--- config.mk ---
export PLATFORM = sky130hd
export DESIGN_NAME = simd_upstream_intf
export DESIGN_NICKNAME = d
export VERILOG_FILES = /design/src/design/sui_pkg.sv /design/src/design/sync_fifo.sv /design/src/design/lane_serializer.sv /design/src/design/upstream_out_pipe.sv /design/src/design/simd_upstream_intf.sv
export VERILOG_INCLUDE_DIRS = /design/src /design/src/design
export SDC_FILE = /design/constraint.sdc
export NUM_CORES = 1
export LEC_CHECK = 0
export ABC_AREA = 0
export BUFFER_PORTS_ARGS = -buffer_cell sky130_fd_sc_hd__buf_2
export CAP_MARGIN = 20
export CORE_AREA = 8 8 220 222
export DETAILED_ROUTE_END_ITERATION = 7
export DIE_AREA = 0 0 228 230
export GPL_ROUTABILITY_DRIVEN = 0
export GPL_TIMING_DRIVEN = 1
export MAX_ROUTING_LAYER = met4
export PLACE_DENSITY = 0.69
export SYNTH_ARGS = -nofsm -noshare
export SYNTH_HDL_FRONTEND = slang
export SYNTH_SLANG_ARGS = --single-unit
export TNS_END_PERCENT = 100
--- constraint.sdc ---
create_clock -name clk -period 7.5 [get_ports clk]
set_clock_uncertainty 0.15 [all_clocks]
set_input_delay 0.375 -clock clk [delete_from_list [all_inputs] [get_ports clk]]
set_output_delay 0.375 -clock clk [all_outputs]
set_load 0.05 [all_outputs]
--- src/design/sui_params.svh ---
// Sizing macros for the SIMD upstream path, included by the package and the RTL
`ifndef SUI_PARAMS_SVH
`define SUI_PARAMS_SVH

// ----------------------------------------
// SIMD side
// ----------------------------------------

// Execution lanes handed over per message
`define SUI_NUM_LANES       8

// One lane register
`define SUI_LANE_WIDTH      16

// Tag from the SIMD that becomes the out-of-band field of every beat
`define SUI_TAG_WIDTH       8

// ----------------------------------------
// Stack upstream bus
// ----------------------------------------

`define SUI_DATA_WIDTH      32

// Two lanes packed per beat
`define SUI_LANES_PER_BEAT  (`SUI_DATA_WIDTH / `SUI_LANE_WIDTH)

// Four beats per message
`define SUI_NUM_BEATS       (`SUI_NUM_LANES / `SUI_LANES_PER_BEAT)

// Almost-full in the beat FIFO leaves room for beats already in flight
`define SUI_FIFO_DEPTH      8
`define SUI_FIFO_THRESHOLD  6

`endif

--- src/design/sui_pkg.sv ---
// Beat types shared by the upstream serializer, the FIFO and the output pipe
`default_nettype none

`include "sui_params.svh"

package sui_pkg;

  // ----------------------------------------
  // Beat position within a message
  // ----------------------------------------
  typedef enum logic [1:0]
  {
    UP_CNTL_MOM = 2'd0,
    UP_CNTL_SOM = 2'd1,
    UP_CNTL_EOM = 2'd2
  } up_cntl_t;

  // Packet type that marks the first beat as data
  typedef enum logic [1:0]
  {
    UP_TYPE_NA   = 2'd0,
    UP_TYPE_DATA = 2'd1
  } up_type_t;

  // ----------------------------------------
  // One 44-bit bus beat
  // ----------------------------------------
  typedef struct packed
  {
    up_cntl_t                     cntl;
    up_type_t                     pkt_type;
    logic [`SUI_DATA_WIDTH-1:0]   data;
    // Tag travels out of band
    logic [`SUI_TAG_WIDTH-1:0]    oob_data;
  } up_beat_t;

endpackage

`default_nettype wire

--- src/design/sync_fifo.sv ---
// Synchronous FIFO of any item type, with registered read data and almost-full
`timescale 1ns/1ps
`default_nettype none

`include "sui_params.svh"

module sync_fifo
#(
  parameter type item_t = logic [7:0],
  parameter int  depth  = 8
)
(
  input  logic  clk,
  input  logic  rst,
  input  logic  write,
  input  item_t write_item,
  input  logic  read,
  output item_t read_item,
  output logic  empty,
  output logic  almost_full
);

  localparam int PTR_W = $clog2(depth);
  localparam int CNT_W = $clog2(depth + 1);

  // ----------------------------------------
  // Storage and pointers
  // ----------------------------------------
  item_t             mem [depth];
  logic [PTR_W-1:0]  wr_ptr;
  logic [PTR_W-1:0]  rd_ptr;
  // Fill level from 0 to depth
  logic [CNT_W-1:0]  count;
  logic              full;

  always_ff @(posedge clk)
  begin
    if (rst)
    begin
      wr_ptr <= '0;
      rd_ptr <= '0;
      count  <= '0;
    end
    else
    begin
      // Explicit wrap since depth need not be a power of two
      if (write)
        wr_ptr <= (wr_ptr == PTR_W'(depth - 1)) ? '0 : wr_ptr + 1'b1;
      if (read)
        rd_ptr <= (rd_ptr == PTR_W'(depth - 1)) ? '0 : rd_ptr + 1'b1;
      // Simultaneous read and write leaves the level alone
      case ({write, read})
        2'b10:   count <= count + 1'b1;
        2'b01:   count <= count - 1'b1;
        default: count <= count;
      endcase
    end
  end

  // Array write
  always_ff @(posedge clk)
  begin
    if (write)
      mem[wr_ptr] <= write_item;
  end

  // Item shows up on the output one cycle after read
  always_ff @(posedge clk)
  begin
    if (read)
      read_item <= mem[rd_ptr];
  end

  // ----------------------------------------
  // Status flags
  // ----------------------------------------
  assign empty       = (count == '0);
  assign full        = (count == CNT_W'(depth));
  assign almost_full = (count >= CNT_W'(`SUI_FIFO_THRESHOLD));

  // Producer must back off on almost-full well before the array fills
  a_no_write_full: assert property (@(posedge clk) disable iff (rst) write |-> !full)
    else $error("FIFO written while full");

  // Consumer only reads what is there
  a_no_read_empty: assert property (@(posedge clk) disable iff (rst) read |-> !empty)
    else $error("FIFO read while empty");

endmodule

`default_nettype wire

--- src/design/lane_serializer.sv ---
// Registers the SIMD lanes and tag, then writes them into the beat FIFO as four beats
`timescale 1ns/1ps
`default_nettype none

`include "sui_params.svh"

module lane_serializer
(
  input  logic                        clk,
  input  logic                        rst,
  input  logic [`SUI_LANE_WIDTH-1:0]  regs [`SUI_NUM_LANES],
  input  logic [`SUI_NUM_LANES-1:0]   regs_valid,
  input  logic [`SUI_TAG_WIDTH-1:0]   tag,
  output logic                        regs_complete,
  input  logic                        almost_full,
  output logic                        write,
  output sui_pkg::up_beat_t           beat
);

  import sui_pkg::*;

  localparam int LW    = `SUI_LANE_WIDTH;
  localparam int LPB   = `SUI_LANES_PER_BEAT;
  localparam int CNT_W = $clog2(`SUI_NUM_BEATS);

  typedef enum logic [1:0]
  {
    ST_WAIT,
    ST_SEND,
    ST_COMPLETE
  } state_t;

  // ----------------------------------------
  // Input registers
  // ----------------------------------------
  logic [LW-1:0]              regs_d1 [`SUI_NUM_LANES];
  logic [`SUI_NUM_LANES-1:0]  regs_valid_d1;
  logic [`SUI_TAG_WIDTH-1:0]  tag_d1;
  logic                       all_valid;

  // Lane payload and tag
  always_ff @(posedge clk)
  begin
    regs_d1 <= regs;
    tag_d1  <= tag;
  end

  always_ff @(posedge clk)
  begin
    if (rst)
      regs_valid_d1 <= '0;
    else
      regs_valid_d1 <= regs_valid;
  end

  // Every lane has to be loaded before a transfer
  assign all_valid = &regs_valid_d1;

  // ----------------------------------------
  // Transfer controller
  // ----------------------------------------
  state_t            state;
  state_t            state_next;
  logic [CNT_W-1:0]  beat_cnt;
  logic              last_beat;

  assign last_beat = (beat_cnt == CNT_W'(`SUI_NUM_BEATS - 1));

  // One beat per cycle with almost-full pausing between beats
  assign write = (state == ST_SEND) && !almost_full;

  always_comb
  begin
    state_next = state;
    case (state)
      ST_WAIT:
        if (all_valid && !almost_full)
          state_next = ST_SEND;
      ST_SEND:
        if (write && last_beat)
          state_next = ST_COMPLETE;
      // Hold until the SIMD drops its valids
      ST_COMPLETE:
        if (!all_valid)
          state_next = ST_WAIT;
      default:
        state_next = ST_WAIT;
    endcase
  end

  always_ff @(posedge clk)
  begin
    if (rst)
    begin
      state    <= ST_WAIT;
      beat_cnt <= '0;
    end
    else
    begin
      state <= state_next;
      // Counter returns to zero after the end beat
      if (write)
        beat_cnt <= last_beat ? '0 : beat_cnt + 1'b1;
    end
  end

  assign regs_complete = (state == ST_COMPLETE);

  // ----------------------------------------
  // Beat mux
  // ----------------------------------------
  always_comb
  begin : beat_mux
    int base;
    base = int'(beat_cnt) * LPB;
    // Lower lane in the low half
    for (int j = 0; j < LPB; j++)
      beat.data[j*LW +: LW] = regs_d1[base + j];
    if (beat_cnt == '0)
      beat.cntl = UP_CNTL_SOM;
    else if (last_beat)
      beat.cntl = UP_CNTL_EOM;
    else
      beat.cntl = UP_CNTL_MOM;
    beat.pkt_type = (beat_cnt == '0) ? UP_TYPE_DATA : UP_TYPE_NA;
    beat.oob_data = tag_d1;
  end

  // Nothing written while complete
  a_no_write_complete: assert property (@(posedge clk) disable iff (rst)
    regs_complete |-> !write)
    else $error("Beat written while complete");

endmodule

`default_nettype wire

--- src/design/upstream_out_pipe.sv ---
// Two-stage pipe from the beat FIFO onto the stack upstream bus, under a registered ready
`timescale 1ns/1ps
`default_nettype none

module upstream_out_pipe
(
  input  logic               clk,
  input  logic               rst,
  input  logic               empty,
  output logic               read,
  input  sui_pkg::up_beat_t  read_item,
  input  logic               ready,
  output logic               up_valid,
  output sui_pkg::up_beat_t  up_beat
);

  import sui_pkg::*;

  // ----------------------------------------
  // Registered bus ready
  // ----------------------------------------
  logic ready_d1;

  always_ff @(posedge clk)
  begin
    if (rst)
      ready_d1 <= 1'b0;
    else
      ready_d1 <= ready;
  end

  // Stage 1 is the FIFO output register, stage 2 the bus register
  logic      fifo_pipe_valid;
  logic      fifo_pipe_read;
  logic      pipe_valid;
  logic      pipe_read;
  up_beat_t  pipe_beat;

  // Keep the pipe charged
  assign read           = !empty && (!fifo_pipe_valid || fifo_pipe_read);
  assign fifo_pipe_read = fifo_pipe_valid && (!pipe_valid || pipe_read);
  // Bus takes the beat when it was ready a cycle ago
  assign pipe_read      = ready_d1 && pipe_valid;

  always_ff @(posedge clk)
  begin
    if (rst)
    begin
      fifo_pipe_valid <= 1'b0;
      pipe_valid      <= 1'b0;
    end
    else
    begin
      // A read refills stage 1 even as it drains
      if (read)
        fifo_pipe_valid <= 1'b1;
      else if (fifo_pipe_read)
        fifo_pipe_valid <= 1'b0;
      if (fifo_pipe_read)
        pipe_valid <= 1'b1;
      else if (pipe_read)
        pipe_valid <= 1'b0;
    end
  end

  always_ff @(posedge clk)
  begin
    if (fifo_pipe_read)
      pipe_beat <= read_item;
  end

  assign up_valid = pipe_read;
  assign up_beat  = pipe_beat;

  // Bus sees valid only one cycle after its own ready
  a_valid_after_ready: assert property (@(posedge clk) disable iff (rst)
    up_valid |-> $past(ready))
    else $error("up_valid without ready one cycle earlier");

endmodule

`default_nettype wire

--- src/design/simd_upstream_intf.sv ---
// Top of the upstream path from the SIMD lane registers to the stack upstream bus
`timescale 1ns/1ps
`default_nettype none

`include "sui_params.svh"

module simd_upstream_intf
(
  input  logic                        clk,
  input  logic                        rst,
  // SIMD side
  input  logic [`SUI_LANE_WIDTH-1:0]  regs [`SUI_NUM_LANES],
  input  logic [`SUI_NUM_LANES-1:0]   regs_valid,
  input  logic [`SUI_TAG_WIDTH-1:0]   tag,
  output logic                        regs_complete,
  // Stack upstream bus
  input  logic                        ready,
  output logic                        up_valid,
  output sui_pkg::up_cntl_t           up_cntl,
  output sui_pkg::up_type_t           up_type,
  output logic [`SUI_DATA_WIDTH-1:0]  up_data,
  output logic [`SUI_TAG_WIDTH-1:0]   up_oob_data
);

  import sui_pkg::*;

  // ----------------------------------------
  // Internal wiring
  // ----------------------------------------
  logic      fifo_write;
  up_beat_t  fifo_write_beat;
  logic      fifo_almost_full;
  logic      fifo_read;
  up_beat_t  fifo_read_beat;
  logic      fifo_empty;
  up_beat_t  up_beat;

  lane_serializer u_lane_serializer
  (
    .clk           (clk),
    .rst           (rst),
    .regs          (regs),
    .regs_valid    (regs_valid),
    .tag           (tag),
    .regs_complete (regs_complete),
    .almost_full   (fifo_almost_full),
    .write         (fifo_write),
    .beat          (fifo_write_beat)
  );

  // Beat FIFO between controller and output pipe
  sync_fifo #(.item_t(up_beat_t), .depth(`SUI_FIFO_DEPTH)) u_sync_fifo
  (
    .clk         (clk),
    .rst         (rst),
    .write       (fifo_write),
    .write_item  (fifo_write_beat),
    .read        (fifo_read),
    .read_item   (fifo_read_beat),
    .empty       (fifo_empty),
    .almost_full (fifo_almost_full)
  );

  upstream_out_pipe u_upstream_out_pipe
  (
    .clk       (clk),
    .rst       (rst),
    .empty     (fifo_empty),
    .read      (fifo_read),
    .read_item (fifo_read_beat),
    .ready     (ready),
    .up_valid  (up_valid),
    .up_beat   (up_beat)
  );

  // Beat fields out to the bus pins
  assign up_cntl     = up_beat.cntl;
  assign up_type     = up_beat.pkt_type;
  assign up_data     = up_beat.data;
  assign up_oob_data = up_beat.oob_data;

endmodule

`default_nettype wire

Word level (Yosys, flattened, before mapping)

Memories as Yosys holds them, arrays and structs flattened. A register that Yosys moved wholly into a read port is not among the register bits.
Cells that the tools add are included.

Muxes and demuxes: 23
Add/subtract/negate cells: 6
Magnitude comparators: 3
Bitwise operators: 2
Equal/unequal tests: 10
Reductions and logical operators: 20

Operator list:

| cell                                                                                  | number |
|---|---|
| 16-bit binary-select mux with 3-bit select                                            | 2 |
| 32-bit by 4-bit greater-or-equal comparator with 1-bit output (second input constant) | 2 |
| 16-bit two-way mux                                                                    | 4 |
| 3-bit NOT with 32-bit output                                                          | 1 |
| 32-bit NOT                                                                            | 1 |
| 2-bit two-way mux                                                                     | 6 |
| 4-bit case mux with 2 select lines                                                    | 1 |
| 8-bit AND reduction                                                                   | 1 |
| 1-bit two-way mux                                                                     | 7 |
| 3-bit by 1-bit adder with 3-bit output (second input constant)                        | 2 |
| 2-bit equality test (second input constant)                                           | 3 |
| 3-bit equality test (second input constant)                                           | 2 |
| 1-bit logical AND                                                                     | 6 |
| 3-bit two-way mux                                                                     | 2 |
| 2-bit case mux with 3 select lines                                                    | 1 |
| 2-bit nonzero test                                                                    | 3 |
| 3-bit by 1-bit adder with 4-bit output (second input constant)                        | 1 |
| 4-bit by 1-bit adder with 4-bit output (second input constant)                        | 1 |
| 2-bit by 1-bit equality test with 1-bit output (second input constant)                | 2 |
| 4-bit by 3-bit greater-or-equal comparator with 1-bit output (second input constant)  | 1 |
| 1-bit zero test                                                                       | 4 |
| 2-bit zero test                                                                       | 2 |
| 4-bit zero test                                                                       | 1 |
| 2-bit inequality test (second input constant)                                         | 2 |
| 5 further kinds                                                                       | 6 |

Input port bits: 147
Register bits: 207
Word-level logic and storage cells: 88
Bits in writable memories: 344
Output and inout port bits: 46
Memories: 1

Memories:

| name            | words | bits a word | rd ports | clocked after memory_dff | wr ports | line            | RTL |
|---|---|---|---|---|---|---|---|
| u_sync_fifo.mem | 8     | 43          | 1        | 1                        | 1        | sync_fifo.sv:29 | `item_t mem [depth];` |

Logic depth before layout (Yosys ltp)

Depth in word-level cells: 7
Mapped depth: 12
Mapped depth without buffers: 10

Modules after synthesis

From an unflattened synthesis, not the netlist that was laid out.

Cell total of the unflattened synthesis: 899
Area total of the unflattened synthesis: 20882.5 um^2

By module, submodules not included:

| module            | instances | cells an instance | area each (um^2) | seq. area each (um^2) |
|---|---|---|---|---|
| sync_fifo         | 1         | 623               | 15463.6          | 12091.6 |
| lane_serializer   | 1         | 220               | 3985.1           | 2962.8 |
| upstream_out_pipe | 1         | 56                | 1433.9           | 1381.3 |

Least setup slack after synthesis

OpenSTA, ideal clock, no wires.

Path kind: register to register
Start point: register u_sync_fifo.count[1]
End point: memory u_sync_fifo.mem[0][0] in the netlist's numbering, enable pin
Slack: 1720 ps
Library setup time: 546 ps
Data required time: 6804 ps
Clock period less this slack: 5780 ps
Data arrival time: 5084 ps
Cell stages (with the launch flop): 7
Path buffers: 2
Path through: dfxtp_1 > buf_2 > a21oi_2 > nor3b_4 > inv_2 > buf_2 > nor4_1

Cells in the longest elaborated chain, start to end: 5

RTL lines:

| element                                                      | line                  | RTL |
|---|---|---|
| from (decl)                                                  | sync_fifo.sv:33       | `logic [CNT_W-1:0] count;` |
| from (signal assigned)                                       | sync_fifo.sv:53       | `2'b10: count <= count + 1'b1;` |
| from (signal assigned)                                       | sync_fifo.sv:54       | `2'b01: count <= count - 1'b1;` |
| from (signal assigned)                                       | sync_fifo.sv:55       | `default: count <= count;` |
| 4-bit by 3-bit greater-or-equal comparator with 1-bit output | sync_fifo.sv:79       | `` assign almost_full = (count >= CNT_W'(`SUI_FIFO_THRESHOLD)); `` |
| 1-bit zero test                                              | lane_serializer.sv:70 | `assign write = (state == ST_SEND) && !almost_full;` |
| 1-bit logical AND                                            | lane_serializer.sv:70 |  |
| 1-bit two-way mux                                            | sync_fifo.sv:63       | `if (write)` |
| 1-bit two-way mux (not written as such)                      | sync_fifo.sv:64       | `mem[wr_ptr] <= write_item;` |
| to (decl)                                                    | sync_fifo.sv:29       |  |

No other way between the ends.

Worst setup path after layout

Start point: register u_sync_fifo.count[1]
End point: register u_sync_fifo.count[2]

Cells in the longest elaborated chain, start to end: 5
Elaborated cells between the ends (all ways): 12
Those cells by class: add/sub: 2; order compare: 1; eq/ne: 2; mux: 1; reduce/logical: 6

RTL lines:

| element                                                                               | line                     | RTL |
|---|---|---|
| 4-bit zero test *                                                                     | sync_fifo.sv:77          | `assign empty = (count == '0);` |
| 1-bit zero test *                                                                     | upstream_out_pipe.sv:40  | `assign read = !empty && (!fifo_pipe_valid \|\| fifo_pipe_read);` |
| 1-bit logical AND *                                                                   | upstream_out_pipe.sv:40  |  |
| named net fifo_read                                                                   | simd_upstream_intf.sv:33 | `logic fifo_read;` |
| 2-bit by 1-bit equality test with 1-bit output or 2-bit equality test (tied branches) | sync_fifo.sv:52          | `case ({write, read})` |
| 4-bit case mux with 2 select lines or 2-bit nonzero test (tied branches)              | n/a                      |  |

Mark *: on every way through the listed nets, which the timed path passes. The rest lies on a longest branch.
A chain may end at the register's enable or synchronous reset.

==> impl_results.md <==
- Status: finished, final reports clean
- Worst r2r src: u_sync_fifo.count[1]$_SDFFE_PP0P_
- Cell Int Power: 0.00604 W
- Maximum fanout along the worst path: 47
- Pwr/cell area: 327 nW/um^2
- CORE AREA: 44900 um^2
- DR iter-0 viols: 580
- Leakage: 8.73 nW
- Reg2reg path depth: 10
- Vias/cell: 4.95
- CTS Buffer Depth: 3
- Area of the multi-input gates: 3970 um^2
- First-pass GRT wire length: 60.4 mm
- Max stage delay cell, worst path: nor4_1
- Post-route minimum period: 3080 ps
- Top cells by area, synth: edfxtp_1 (63%), dfxtp_1 (16%), mux4_2 (11%)
- Vert. Die Dim: 230 um
- FF-to-FF setup slack: 4420 ps
- Clock root cell: clkbuf_16
- Slew @ Worst Pin: 999 ps
- Critical Path Source: u_sync_fifo.count[1]$_SDFFE_PP0P_
- Syn Area/Cell: 22.9 um^2
- Starting Density: 44.6%
- FP Rows: 78
- Yosys top cell area share: 63.0%
- DP HPWL: 20.9 mm
- Worst hold path endpoint: u_upstream_out_pipe.pipe_valid$_SDFFE_PP0P_
- Area leader, netlist: edfxtp_1
- CTS tree: yes
- Hold Path Class: primary input to register
- Cts hold-fix bufs: 145
- Seq pwr share: 49.7%
- Peak VDD IR: 0.224 mV
- CP peak stage delay: 580 ps
- Critical path class: register to register
- WP data arrival: 3450 ps
- Register area: 15900 um^2
- Die X-Extent: 228 um
- Post-synthesis cell count: 873
- Drt wl/cell: 20.7 um
- WHS: 53.8 ps
- Clock transition at path regs: 60 ps
- Area share of and/or/nand/nor cells after synthesis: 1.57%
- Post-Syn Area: 20000 um^2
- GRT Total Usage: 15.3%
- Final Cycle Share: 41.0%
- Mux contribution to synthesized area: 16.8%
- Cell with the most instances after synthesis: edfxtp_1
- Adder-cell share of the synthesized area: 0.563%
- Vias in the first global route: 10324
- Layout cells sized above 1: 34.8%
- Post-route DRC violation count: 0
- RSZ-0062 raised after global routing: no
- Switching share of total power: 25.8%
- Synth Area in XOR/XNOR: 0.131%
- # resized after CTS: 0
- Final setup viols: 0
- Setup TNS: 0 ps
- Final Max Tran Viols: 0
- Final antenna-violating net count: 0
- Synth warn: 0
- Hold wc startpoint: rst
- Sequential-to-total area share from yosys stat: 79.1%
- Ant diodes: 0
- Top cells by count, synth: edfxtp_1 (420), dfxtp_1 (161), mux4_2 (96)
- WL final: 39.1 mm
- Clock buffer count from CTS: 56
- Compound-Gate Fraction of Synth Area: 0.469%
- Initial DRT Pass Iterations: 6
- Clk sink count: 581
- Pre-CTS setup slack: 4360 ps
- Post-route setup slack: 4420 ps
- Synth Flop Type: edfxtp_1
- Layout overhead on the synthesized area: 24.4%
- PortBufs: 191
- Total die area: 52400 um^2
- Critical path launch point type: register
- Reg2reg end: u_sync_fifo.count[2]$_SDFFE_PP0P_
- Synthesized Nets: 1029
- Clk Latency, worst-skew pair: 600 ps
- Max Fclk: 325 MHz
- Largest net degree at the start of global routing: 51
- Number of max-cap violations: 0
- Critical Path, Cell by Cell: nor4_1, a21oi_4, buf_4, ha_1, xor2_1, ha_1, a21oi_1, xor2_1, or3_1, a21oi_1
- FILL cells: 3319
- Final hold violations: 0
- Distinct cells, synth: 40
- End-of-flow core utilization: 55.5%
- Hold path cells: 2
- Slew Limit Headroom: 33.4%
- Nature of the critical path endpoint: register
- Logic gate share of total power: 17.1%
- Overflow after GRT: 0
- Largest family of logic cells by synthesized area: multiplexers
- Vias after detailed routing: 9350
- Postcts setup bufs: 0
- Synth Register Bits: 581
- Post-synthesis async set-or-reset flop share: 0%
- Post-synth EDFFs: 420
- NetSw: 0.00210 W
- Antenna violations before repair: 0
- Clock power frac: 33.2%
- Fin nets: 1400
- H-tree depth: 2
- Required @ worst endpoint: 7880 ps
- IO Pins: 193
-- sequential cells by signal, indices dropped and copies added (netlist names) --
register and flops:
u_sync_fifo.count 4, u_upstream_out_pipe.fifo_pipe_valid 1, u_lane_serializer.tag_d1 8, u_lane_serializer.regs_d1 128, u_upstream_out_pipe.up_beat 42, u_lane_serializer.regs_valid_d1 8, u_upstream_out_pipe.pipe_valid 1, u_sync_fifo.read_item 42
u_upstream_out_pipe.ready_d1 1, u_lane_serializer.beat_cnt 2, u_lane_serializer.state 2, u_sync_fifo.mem 336, u_sync_fifo.wr_ptr 3, u_sync_fifo.rd_ptr 3
-- cells in the final DEF (no fill, tap or decap), types with 4 or more instances in the layout --
master and count:
dfxtp_4 4, dlygate4sd3_1 145, mux4_1 20, a21oi_1 9, clkbuf_1 7, buf_4 13, nor3_2 4, edfxtp_1 420
nor2_1 11, mux4_2 96, clkinv_1 11, clkbuf_16 57, nor2b_1 12, mux2i_1 4, mux2_4 38, buf_2 191
bufinv_16 4, clkinv_2 16, ha_1 9, dfxtp_1 156, mux2_2 5, nand2_1 12
-- power by group through the flow --
stage | sequential (W) | clock [W] | combinational, W
CTS | 0.00406 | 0.00277 | 0.00142
global route | 0.00409 | 0.00290 | 0.00149
detailed placement | 0.00413 | 0 | 0.00136
finish | 0.00404 | 0.00270 | 0.00140
global placement | 0.00412 | 0 | 0.00133
floorplan | 0.00426 | 0 | 0.000907
-- layer usage --
| metal | vias up | track usage, % | share of wire (%) |
|---|---|---|---|
| met2 | 217 | 26.6 | 53 |
| li1 | 4273 | - | - |
| met5 | - | - | 0 |
| met4 | 0 | 4.61 | 2.5 |
| met3 | 67 | 3.31 | 4.7 |
| met1 | 4793 | 17.8 | 40 |
-- through the flow --
step	power, W	cell area, um^2	std cells
6_report	0.00814	24900	1890
5_1_grt	0.00847	24900	1890
4_1_cts	0.00825	24900	1889
3_5_place_dp	0.00549	21700	1640
3_3_place_gp	0.00545	21600	1639
2_1_floorplan	0.00517	20000	873
-- kinds of logic after synthesis --
group           after synthesis
simple gates                 58
mux                         163
buf+inv                      42
other cells                   1
fa+ha+maj                     9
flops                       581
xor+xnor                      3
compound gates               16
-- worst max path at each step --
stage                                          end  slack [ps]  depth (start not counted)
2_1_floorplan      u_sync_fifo.mem[0][0]$_DFFE_PP_        1720                          6
3_3_place_gp   u_sync_fifo.read_item[20]$_DFFE_PP_        4390                          3
3_5_place_dp   u_sync_fifo.read_item[11]$_DFFE_PP_        4360                          3
4_1_cts            u_sync_fifo.mem[2][9]$_DFFE_PP_        4320                          5
5_1_grt        u_sync_fifo.read_item[11]$_DFFE_PP_        4200                          3
6_report         u_sync_fifo.count[2]$_SDFFE_PP0P_        4420                         10
-- area by class of cell --
| class | count | share of cell area [%] |
|---|---|---|
| clock inverter | 34 | 1.08 |
| inverter | 4 | 0.0603 |
| clock buffer | 70 | 6.06 |
| timing repair buffer | 351 | 10.2 |
| tap | 600 | 3.01 |
| sequential | 581 | 63.7 |
| multi-input combinational | 250 | 16.0 |
-- critical path: cells and delay by family, from the launching register on --
kind,cells,cell delay [ps]
xor gates and xnor gates,2,260
AOI/OAI and AO/OA,3,330
and+or+nand+nor,2,900
buffers and inverters,1,390
DFF,1,390
adders and majority gates,2,570
Power figures use the tool's default switching activity.
